===== src/common/arith_types_pkg.sv =====
package arith_types_pkg;

    // magnitude width of each operand
    localparam int op_width = 32;

    // one request into the core
    typedef struct packed {
        logic [4:0]          op;
        logic [op_width-1:0] a_mag;
        logic [op_width-1:0] b_mag;
        logic                a_sign;
        logic                b_sign;
    } fpu_req_t;

    // one response out of the core
    typedef struct packed {
        // remainder or upper product word
        logic [op_width-1:0] hi;
        // quotient or lower product word
        logic [op_width-1:0] lo;
        logic                sign;
        logic                div_zero;
        logic                illegal_op;
    } fpu_rsp_t;

endpackage


===== src/common/fpu_ctrl_pkg.sv =====
package fpu_ctrl_pkg;

    // operation codes the core knows about
    // anything else gets the illegal flag
    typedef enum logic [4:0] {
        op_mul = 5'd6,
        op_div = 5'd7
    } fpu_op_e;

    // sequencer states
    typedef enum logic [1:0] {
        idle,
        run,
        reply
    } seq_state_e;

endpackage


===== src/fpu_div/fpu_div.sv =====
`timescale 1ns/1ps

module fpu_div
    import arith_types_pkg::*;
(
    input  logic                clk,
    input  logic                nrst,
    input  logic                start,
    input  logic [op_width-1:0] dividend,
    input  logic [op_width-1:0] divisor,
    output logic [op_width-1:0] quotient,
    output logic [op_width-1:0] remainder,
    output logic                div_zero,
    output logic                done
);

    typedef enum logic [1:0] {
        idle,
        divide,
        finish
    } div_state_e;

    div_state_e state;
    logic [4:0] iter_cnt;

    // partial remainder in the upper half
    // quotient bits shift in from the bottom
    logic [2*op_width-1:0] prem;
    logic [op_width-1:0]   divisor_q;

    // upper half after the shift, one bit wider
    logic [op_width:0] trial_hi;
    logic [op_width:0] diff;
    logic              trial_ok;

    assign trial_hi = prem[2*op_width-1:op_width-1];
    assign diff     = trial_hi - {1'b0, divisor_q};
    assign trial_ok = (trial_hi >= {1'b0, divisor_q});

    // control fsm
    always_ff @(posedge clk, negedge nrst) begin
        if (!nrst) begin
            state    <= idle;
            iter_cnt <= '0;
            div_zero <= 1'b0;
            done     <= 1'b0;
        end else begin
            done <= 1'b0;
            case (state)
                idle: begin
                    if (start) begin
                        state    <= divide;
                        iter_cnt <= '0;
                        // flag comes from the divisor being latched
                        div_zero <= (divisor == '0);
                    end
                end
                divide: begin
                    iter_cnt <= iter_cnt + 5'd1;
                    // 32 quotient bits, last one on count 31
                    if (iter_cnt == 5'd31) begin
                        state <= finish;
                    end
                end
                finish: begin
                    done  <= 1'b1;
                    state <= idle;
                end
                default: state <= idle;
            endcase
        end
    end

    // datapath
    always_ff @(posedge clk) begin
        if (state == idle && start) begin
            prem      <= {{op_width{1'b0}}, dividend};
            divisor_q <= divisor;
        end else if (state == divide) begin
            if (trial_ok) begin
                // subtract fits, quotient bit 1
                prem <= {diff[op_width-1:0], prem[op_width-2:0], 1'b1};
            end else begin
                // restore, quotient bit 0
                prem <= {prem[2*op_width-2:0], 1'b0};
            end
        end
    end

    assign quotient  = prem[op_width-1:0];
    assign remainder = prem[2*op_width-1:op_width];

endmodule


===== src/fpu_mul/fpu_mul.sv =====
`timescale 1ns/1ps

module fpu_mul
    import arith_types_pkg::*;
(
    input  logic                clk,
    input  logic                nrst,
    input  logic                start,
    input  logic [op_width-1:0] multiplicand,
    input  logic [op_width-1:0] multiplier,
    output logic [op_width-1:0] product_hi,
    output logic [op_width-1:0] product_lo,
    output logic                done
);

    typedef enum logic [1:0] {
        idle,
        multiply,
        finish
    } mul_state_e;

    mul_state_e state;
    logic [4:0] iter_cnt;

    logic [2*op_width-1:0] acc;
    logic [op_width-1:0]   mcand_q;
    // shifts right, bit 0 is the current multiplier bit
    logic [op_width-1:0]   mplier_q;
    // multiplicand moved up to the current bit position
    logic [2*op_width-1:0] addend;

    assign addend = {{op_width{1'b0}}, mcand_q} << iter_cnt;

    // control fsm
    always_ff @(posedge clk, negedge nrst) begin
        if (!nrst) begin
            state    <= idle;
            iter_cnt <= '0;
            done     <= 1'b0;
        end else begin
            done <= 1'b0;
            case (state)
                idle: begin
                    if (start) begin
                        state    <= multiply;
                        iter_cnt <= '0;
                    end
                end
                multiply: begin
                    iter_cnt <= iter_cnt + 5'd1;
                    if (iter_cnt == 5'd31) begin
                        state <= finish;
                    end
                end
                finish: begin
                    done  <= 1'b1;
                    state <= idle;
                end
                default: state <= idle;
            endcase
        end
    end

    // datapath
    always_ff @(posedge clk) begin
        if (state == idle && start) begin
            acc      <= '0;
            mcand_q  <= multiplicand;
            mplier_q <= multiplier;
        end else if (state == multiply) begin
            // partial product only for a set bit
            if (mplier_q[0]) begin
                acc <= acc + addend;
            end
            mplier_q <= mplier_q >> 1;
        end
    end

    assign product_hi = acc[2*op_width-1:op_width];
    assign product_lo = acc[op_width-1:0];

endmodule


===== src/verilog/fpu_arith_top.sv =====
`timescale 1ns/1ps

module fpu_arith_top
    import arith_types_pkg::*;
    import fpu_ctrl_pkg::*;
(
    input  logic     clk,
    input  logic     nrst,
    input  logic     req_valid,
    input  fpu_req_t req,
    output logic     rsp_valid,
    output fpu_rsp_t rsp,
    output logic     busy
);

    // sequencer to units
    logic                div_start;
    logic                mul_start;
    logic [op_width-1:0] a_mag;
    logic [op_width-1:0] b_mag;

    // units back to sequencer
    logic                div_done;
    logic [op_width-1:0] div_quot;
    logic [op_width-1:0] div_rem;
    logic                div_zero;
    logic                mul_done;
    logic [op_width-1:0] mul_hi;
    logic [op_width-1:0] mul_lo;

    fpu_seq seq0 (
        .clk       (clk),
        .nrst      (nrst),
        .req_valid (req_valid),
        .req       (req),
        .div_start (div_start),
        .mul_start (mul_start),
        .a_mag     (a_mag),
        .b_mag     (b_mag),
        .div_done  (div_done),
        .div_quot  (div_quot),
        .div_rem   (div_rem),
        .div_zero  (div_zero),
        .mul_done  (mul_done),
        .mul_hi    (mul_hi),
        .mul_lo    (mul_lo),
        .rsp_valid (rsp_valid),
        .rsp       (rsp),
        .busy      (busy)
    );

    // a is the dividend, b the divisor
    fpu_div div0 (
        .clk       (clk),
        .nrst      (nrst),
        .start     (div_start),
        .dividend  (a_mag),
        .divisor   (b_mag),
        .quotient  (div_quot),
        .remainder (div_rem),
        .div_zero  (div_zero),
        .done      (div_done)
    );

    fpu_mul mul0 (
        .clk          (clk),
        .nrst         (nrst),
        .start        (mul_start),
        .multiplicand (a_mag),
        .multiplier   (b_mag),
        .product_hi   (mul_hi),
        .product_lo   (mul_lo),
        .done         (mul_done)
    );

endmodule


===== src/verilog/fpu_seq.sv =====
`timescale 1ns/1ps

module fpu_seq
    import arith_types_pkg::*;
    import fpu_ctrl_pkg::*;
(
    input  logic                clk,
    input  logic                nrst,
    input  logic                req_valid,
    input  fpu_req_t            req,
    output logic                div_start,
    output logic                mul_start,
    output logic [op_width-1:0] a_mag,
    output logic [op_width-1:0] b_mag,
    input  logic                div_done,
    input  logic [op_width-1:0] div_quot,
    input  logic [op_width-1:0] div_rem,
    input  logic                div_zero,
    input  logic                mul_done,
    input  logic [op_width-1:0] mul_hi,
    input  logic [op_width-1:0] mul_lo,
    output logic                rsp_valid,
    output fpu_rsp_t            rsp,
    output logic                busy
);

    seq_state_e state;
    seq_state_e state_nxt;
    fpu_op_e    op_q;
    logic       sign_q;
    logic       accept;
    fpu_rsp_t   rsp_nxt;

    // a strobe while busy is dropped
    assign accept    = req_valid && !busy;
    assign busy      = (state == run);
    assign rsp_valid = (state == reply);

    always_comb begin
        state_nxt = state;
        case (state)
            idle, reply: state_nxt = accept ? run : idle;
            run: begin
                case (op_q)
                    op_div:  if (div_done) state_nxt = reply;
                    op_mul:  if (mul_done) state_nxt = reply;
                    // unknown code, answer right away
                    default: state_nxt = reply;
                endcase
            end
            default: state_nxt = idle;
        endcase
    end

    // response words picked by the captured op
    always_comb begin
        rsp_nxt = '0;
        case (op_q)
            op_div: begin
                rsp_nxt.hi       = div_rem;
                rsp_nxt.lo       = div_quot;
                rsp_nxt.sign     = sign_q;
                rsp_nxt.div_zero = div_zero;
            end
            op_mul: begin
                rsp_nxt.hi   = mul_hi;
                rsp_nxt.lo   = mul_lo;
                rsp_nxt.sign = sign_q;
            end
            // words and sign stay zero
            default: rsp_nxt.illegal_op = 1'b1;
        endcase
    end

    always_ff @(posedge clk, negedge nrst) begin
        if (!nrst) begin
            state     <= idle;
            div_start <= 1'b0;
            mul_start <= 1'b0;
            rsp       <= '0;
        end else begin
            state     <= state_nxt;
            // one-cycle start right after capture
            div_start <= accept && (req.op == op_div);
            mul_start <= accept && (req.op == op_mul);
            // rsp holds until the next reply
            if (state_nxt == reply) begin
                rsp <= rsp_nxt;
            end
        end
    end

    // captured request
    always_ff @(posedge clk) begin
        if (accept) begin
            op_q   <= fpu_op_e'(req.op);
            a_mag  <= req.a_mag;
            b_mag  <= req.b_mag;
            sign_q <= req.a_sign ^ req.b_sign;
        end
    end

endmodule

===== config.mk =====
export PLATFORM = sky130hd
export DESIGN_NAME = fpu_arith_top
export DESIGN_NICKNAME = d
export VERILOG_FILES = /design/src/common/arith_types_pkg.sv /design/src/common/fpu_ctrl_pkg.sv /design/src/fpu_div/fpu_div.sv /design/src/fpu_mul/fpu_mul.sv /design/src/verilog/fpu_arith_top.sv /design/src/verilog/fpu_seq.sv
export SDC_FILE = /design/constraint.sdc
export NUM_CORES = 1
export LEC_CHECK = 0
export ABC_AREA = 1
export BUFFER_PORTS_ARGS = -buffer_cell sky130_fd_sc_hd__buf_2
export CAP_MARGIN = 20
export CORE_MARGIN = 5
export CORE_UTILIZATION = 43
export CTS_BUF_LIST = sky130_fd_sc_hd__clkbuf_4
export DETAILED_ROUTE_END_ITERATION = 12
export GPL_TIMING_DRIVEN = 1
export SYNTH_ARGS = -nofsm -noshare
export SYNTH_HDL_FRONTEND = slang
export SYNTH_SLANG_ARGS = --single-unit

===== constraint.sdc =====
create_clock -name clk -period 6.5 [get_ports clk]
set_clock_uncertainty 0.05 [all_clocks]
set_input_delay 0.325 -clock clk [delete_from_list [all_inputs] [get_ports clk]]
set_output_delay 0.325 -clock clk [all_outputs]
set_load 0.02 [all_outputs]

==> After elaboration in Yosys (flattened, before gate mapping) <==
Cells that the tools add are included.
{ "totals": {"register_bits": 382, "input_bits": 74, "output_inout_bits": 69, "wordCells": 96} }
{ "classes": {"n_addsub": 4, "n_lt_le_gt_ge": 1, "n_eq_ne": 17, "shifts": 1, "muxes": 25, "bitwise": 1, "reduce_logical": 22} }
{ "op_table": {"columns": ["operator", "count"], "rows": [
  ["65-bit one-hot mux with 2 select lines", 1],
  ["32-bit 2-to-1 mux", 4],
  ["64-bit adder", 1],
  ["64-bit 2-to-1 mux", 1],
  ["32-bit by 5-bit << shifter with 64-bit output", 1],
  ["33-bit by 32-bit greater-or-equal comparator with 1-bit output", 1],
  ["32-bit logical NOT", 1],
  ["32-bit subtractor", 1],
  ["5-bit by 3-bit equality test with 1-bit output (second input constant)", 4],
  ["5-bit one-hot mux with 2 select lines", 2],
  ["2-bit one-hot mux with 2 select lines", 4],
  ["2-bit 2-to-1 mux", 6],
  ["2-bit AND reduction", 6],
  ["5-bit by 1-bit adder with 5-bit output (second input constant)", 2],
  ["5-bit equality test (second input constant)", 2],
  ["5-bit 2-to-1 mux", 2],
  ["2-bit equality test (second input constant)", 4],
  ["2-bit nonzero test", 4],
  ["2-bit by 1-bit equality test with 1-bit output (second input constant)", 3],
  ["2-bit logical NOT", 3],
  ["1-bit logical AND", 5],
  ["1-bit 2-to-1 mux", 5],
  ["2-bit by 1-bit != test with 1-bit output (second input constant)", 2],
  ["2-bit != test (second input constant)", 2],
  ["3 further kinds", 4]
]} }

==> Longest topological paths before layout <==
{ "depth": {"depth_word": 6, "depth_mapped": 27, "depth_no_buf": 26} }

==> Modules after synthesis <==
Synthesis repeated with hierarchy kept, for this count alone.
{ "unflattened": {"hier_cells": 3803, "area_unflattened_um2": 25659.6} }
{ "by_module_without_submodules": {"columns": ["mod", "instances", "cells_each", "area_per_inst_um2", "seq_area_each_um2"], "rows": [
  ["fpu_mul", 1, 2207, 12943.7, 3403.3],
  ["fpu_div", 1, 988, 6879.1, 2787.7],
  ["fpu_seq", 1, 608, 5836.8, 3878.7]
]} }

==> Least setup slack after synthesis <==
No wires, ideal clock.
{ "synth_path": {"kind": "register to register", "from": "reg seq0.state[0]", "to": "reg seq0.div_start", "setup_ns": 0.101, "t_arrival_ns": 4.187, "required_time_ns": 6.349, "path_slack_ns": 2.162, "path_stages_with_launch": 6, "n_path_buf": 0, "synth_period_minus_slack_ns": 4.338, "cell_sequence": "dfrtp_1 -> nand2_1 -> inv_1 -> nor2_1 -> nand4_1 -> nor3b_1"} }
{ "synth_between": {"elab_chain_len": 4} }
{ "synth_lines": {"columns": ["element", "line", "source"], "rows": [
  ["from (decl)", "fpu_seq.sv:27", "seq_state_e state;"],
  ["from (signal assigned)", "fpu_seq.sv:77", "state <= idle;"],
  ["from (signal assigned)", "fpu_seq.sv:82", "state <= state_nxt;"],
  ["2-bit by 1-bit equality test with 1-bit output", "fpu_seq.sv:36", "assign busy = (state == run);"],
  ["named net busy", "fpu_arith_top.sv:13", "output logic busy"],
  ["1-bit logical NOT", "fpu_seq.sv:35", "assign accept = req_valid && !busy;"],
  ["1-bit logical AND", "fpu_seq.sv:35", null],
  ["named net seq0.accept", "fpu_seq.sv:31", "logic accept;"],
  ["1-bit logical AND", "fpu_seq.sv:84", "div_start <= accept && (req.op == op_div);"],
  ["to (signal assigned)", "fpu_seq.sv:84", null],
  ["to (decl)", "fpu_seq.sv:11", "output logic div_start,"]
]} }
The timed path passes the listed nets, and every way through them passes these cells.
A chain may end at the register's enable or synchronous reset.

==> Worst setup path in the final report <==
{ "layout_path": {"from": "reg mul0.iter_cnt[1]", "to": "reg mul0.acc[32]"} }
{ "layout_between": {"elab_chain_len": 2} }
{ "layout_lines": {"columns": ["element", "line", "source"], "rows": [
  ["from (decl)", "fpu_mul.sv:23", "logic [4:0] iter_cnt;"],
  ["from (signal assigned)", "fpu_mul.sv:50", "iter_cnt <= iter_cnt + 5'd1;"],
  ["32-bit by 5-bit << shifter with 64-bit output", "fpu_mul.sv:32", "assign addend = {{op_width{1'b0}}, mcand_q} << iter_cnt;"],
  ["64-bit adder", "fpu_mul.sv:73", "acc <= acc + addend;"],
  ["to (signal assigned)", "fpu_mul.sv:73", null],
  ["to (decl)", "fpu_mul.sv:25", "logic [2*op_width-1:0] acc;"]
]} }
No other way between the ends.

==> results.yml <==
floorplan:
  die_y_um: 250.6
  rows: 88
  io_pins: 143
  die_x_um: 250.6
  coreArea_um2: 57480
  initial_core_util: 0.4332
  fp.dieArea_um2: 62820
synth:
  ys_top_cells_by_area: "edfxtp_1, nand2_1, inv_1, dfrtp_1, dfxtp_1"
  synth.avg_cell_area_um2: 6.825
  synth.largest_area_cell: "edfxtp_1"
  synth-async-reset-ratio: 0.2304
  yosysWarnings: 0
  synth-main-ff-cell: "edfxtp_1"
  synth_edf_count: 198
  syn_area_um2: 24900
  synth_top_area_frac: 0.2388
  yosys_register_bits: 382
  synthCells: 3648
  yosysUniqueCellTypes: 45
  syn_nets: 3823
  ys_seq_area_frac: 0.4044
timing:
  max_freq_mhz: 212.3
  drv_slew: 0
  slew_headroom: 0.3008
  hold_viol_final: 0
  setup_tns_ns: 0
  post-route-period-util: 0.7245
  holdWs_ns: 0.08223
  min_period_ns: 4.709
  worst_pin_slew_ns: 1.048
  finalSetupViolations: 0
  rsz0062_at_grt: "no"
  fin_ws_ns: 1.791
finish:
  stdcell_area_um2: 28450
  drive_gt1_frac: 0.09513
  area_growth_pct: 14.28
  fin_cells: 4730
  nets: 4050
  finish.utilization: 0.4951
worst_setup_path:
  worstSetupEndpointType: "register"
  crit_family: "compound AO/OA/AOI/OAI gates"
  crit_chain: "inv_2 -> o21ai_0 -> mux2i_1 -> o21ai_0 -> nor2_1 -> ha_1 -> nand2_1 -> inv_1 -> nand2_1 -> nand2_1 -> inv_1 -> nand2_1 -> inv_1 -> nand2_1 -> a21oi_1 -> nor2_1 -> o21bai_1 -> inv_1"
  cp_common_cell: "nand2_1"
  crit_required_ns: 7.25
  reg2reg_depth: 18
  cp_max_fo: 37
  cp.arrival_ns: 5.46
  cp_slowest_stage_delay_ns: 1.01
  start_kind: "register"
  crit_type: "reg -> reg"
  cp.depth: 18
  crit_slowest_cell: "dfrtp_1"
  path_buf_inv: 5
route:
  wl_um: 84430
  wire_per_inst_um: 17.85
  viasPerCell: 5.057
  via_count: 23918
  ant_nets: 0
  drc: 0
  drt_iter0_drc: 2433
  drt_first_pass_iters: 6
place:
  dp_hpwl_um: 63400
  pre_cts_slack_ns: 1.885
  port_buffers: 142
  place_inst: 4451
  placed_area_um2: 26200
  place_congestion: 0.9925
hold_path:
  hold_path.class: "in -> reg"
  min_path_cells: 2
cts:
  cts_root_buf: "clkbuf_4"
  clk_pin_slew_ns: 0.07
  cts_resized: 0
  h-tree-depth: 3
  cts_buffer_depth: 3
  cts_sinks: 382
  insertion_delay_ns: 0.93
  cts_tree: "yes"
  cts_made_buffers: 106
global_route:
  grt_max_degree: 97
  antenna_found_initial: 3
  grt-ovfl-total: 0
  grt_first_pass_wirelength_um: 129600
  grt_pass1_vias: 22414
  grt.total_usage: 0.2617
run_status:
  status: "complete, no violations"
power:
  p_total_mw: 15.68
  powerDensity_nw_per_um2: 551.2
  worst_ir_drop_vdd_v: 0.0002916
  leakage_nw: 15.09
job:
  drv_cap: 0
flip-flops by register name, summed over array words and instances, names as in the netlist, 32 cells and up:
register / flops
div0.divisor_q: 32
div0.prem: 64
mul0.acc: 64
seq0.a_mag: 32
seq0.b_mag: 32
seq0.rsp: 67
mul0.mcand_q: 32
mul0.mplier_q: 32
worst reg2reg max path, delay by kind of cell, from the launching register on:
kind | cells | cell delay, ns
buffers and inverters | 5 | 0.73
AND/OR/NAND/NOR | 7 | 0.77
AO/OA/AOI/OAI | 4 | 1.55
adder cells (fa/ha/maj) | 1 | 0.37
multiplexers | 1 | 0.16
flip-flops | 1 | 1.01
what timing repair did:
item / CTS / global route
hold endpoints to repair: 179 / 0
setup buffers: 0 / 0
hold buffers: 80 / 0
endpoints found under the setup margin: 0 / 0
cell usage in the layout, fill, tap and decap left out, drive strengths merged, types with 3 or more instances in the layout:
master       synthesis  layout
nand2             1317    1317
inv                634     635
nand3              295     295
o21ai              286     286
nor2               216     216
edfxtp             198     198
clkbuf              68     165
buf                 54     162
ha                  99      99
dfxtp               96      96
dfrtp               88      88
a21oi               88      88
dlygate4sd3          0      79
o21bai              36      36
clkinv               1      31
xor2                29      29
nor3                28      28
a31oi               23      23
nand4               14      14
xnor2               14      14
mux2i               11      11
nand3b              10      10
or2                  8       8
o22ai                8       8
and2                 6       6
nor4                 6       6
and3                 3       3
cell type report:
cell class                      count  area [µm²]
Multi-Input combinational cell   2509       11940
Tap cell                          765       957.2
Antenna cell                        2       5.005
Fill cell                        6001       29020
Timing Repair Buffer              241        1679
Clock buffer                      165        1239
Sequential cell                   382       10070
Inverter                          635        2385
Clock inverter                     31       176.4
where the power goes:
group	total, mW	internal (mW)	switching [mW]
Sequential	3.60	3.10	0.502
Clock	2.30	1.17	1.13
Combinational	9.78	2.96	6.83
path summary, 6_finish.rpt:
check	startpoint	to	slack, ns
max	mul0.iter_cnt[1]$_DFFE_PN0P_	mul0.acc[32]$_SDFFE_PP0P_	1.79
min	req[30]	seq0.b_mag[28]$_DFFE_PP_	0.08
max reg2reg	mul0.iter_cnt[1]$_DFFE_PN0P_	mul0.acc[32]$_SDFFE_PP0P_	1.79
min reg2reg	seq0.a_mag[26]$_DFFE_PP_	mul0.mcand_q[26]$_DFFE_PP_	0.35
max in group asynchronous	nrst	seq0.rsp[25]$_DFFE_PN0N_	4.90
min in group asynchronous	nrst	seq0.rsp[10]$_DFFE_PN0N_	0.51
layer usage:
layer	GRT usage	wire, µm
met1	0.3937	39950
met2	0.3833	35450
met3	0.04631	6688
met4	0.08062	2318
met5	0	17
cells in the mapped netlist (all sizes together), types with 23 or more instances:
cell type and count:
dfrtp 88, a21oi 88, nand2 1317, o21ai 286, nor3 28, ha 99
buf 54, o21bai 36, nand3 295, nor2 216, clkbuf 68, dfxtp 96
a31oi 23, xor2 29, edfxtp 198, inv 634
logic make-up after synthesis:
kind of cell | after synthesis | synth area share
xor gates and xnor gates | 43 | 0.01513
adders and majority gates | 101 | 0.05136
muxes | 11 | 0.004422
AOI/OAI and AO/OA | 449 | 0.09648
buffers and inverters | 757 | 0.1169
DFF | 382 | 0.4044
and+or+nand+nor | 1905 | 0.3113
No activity file was read; power rests on OpenSTA's default activity.
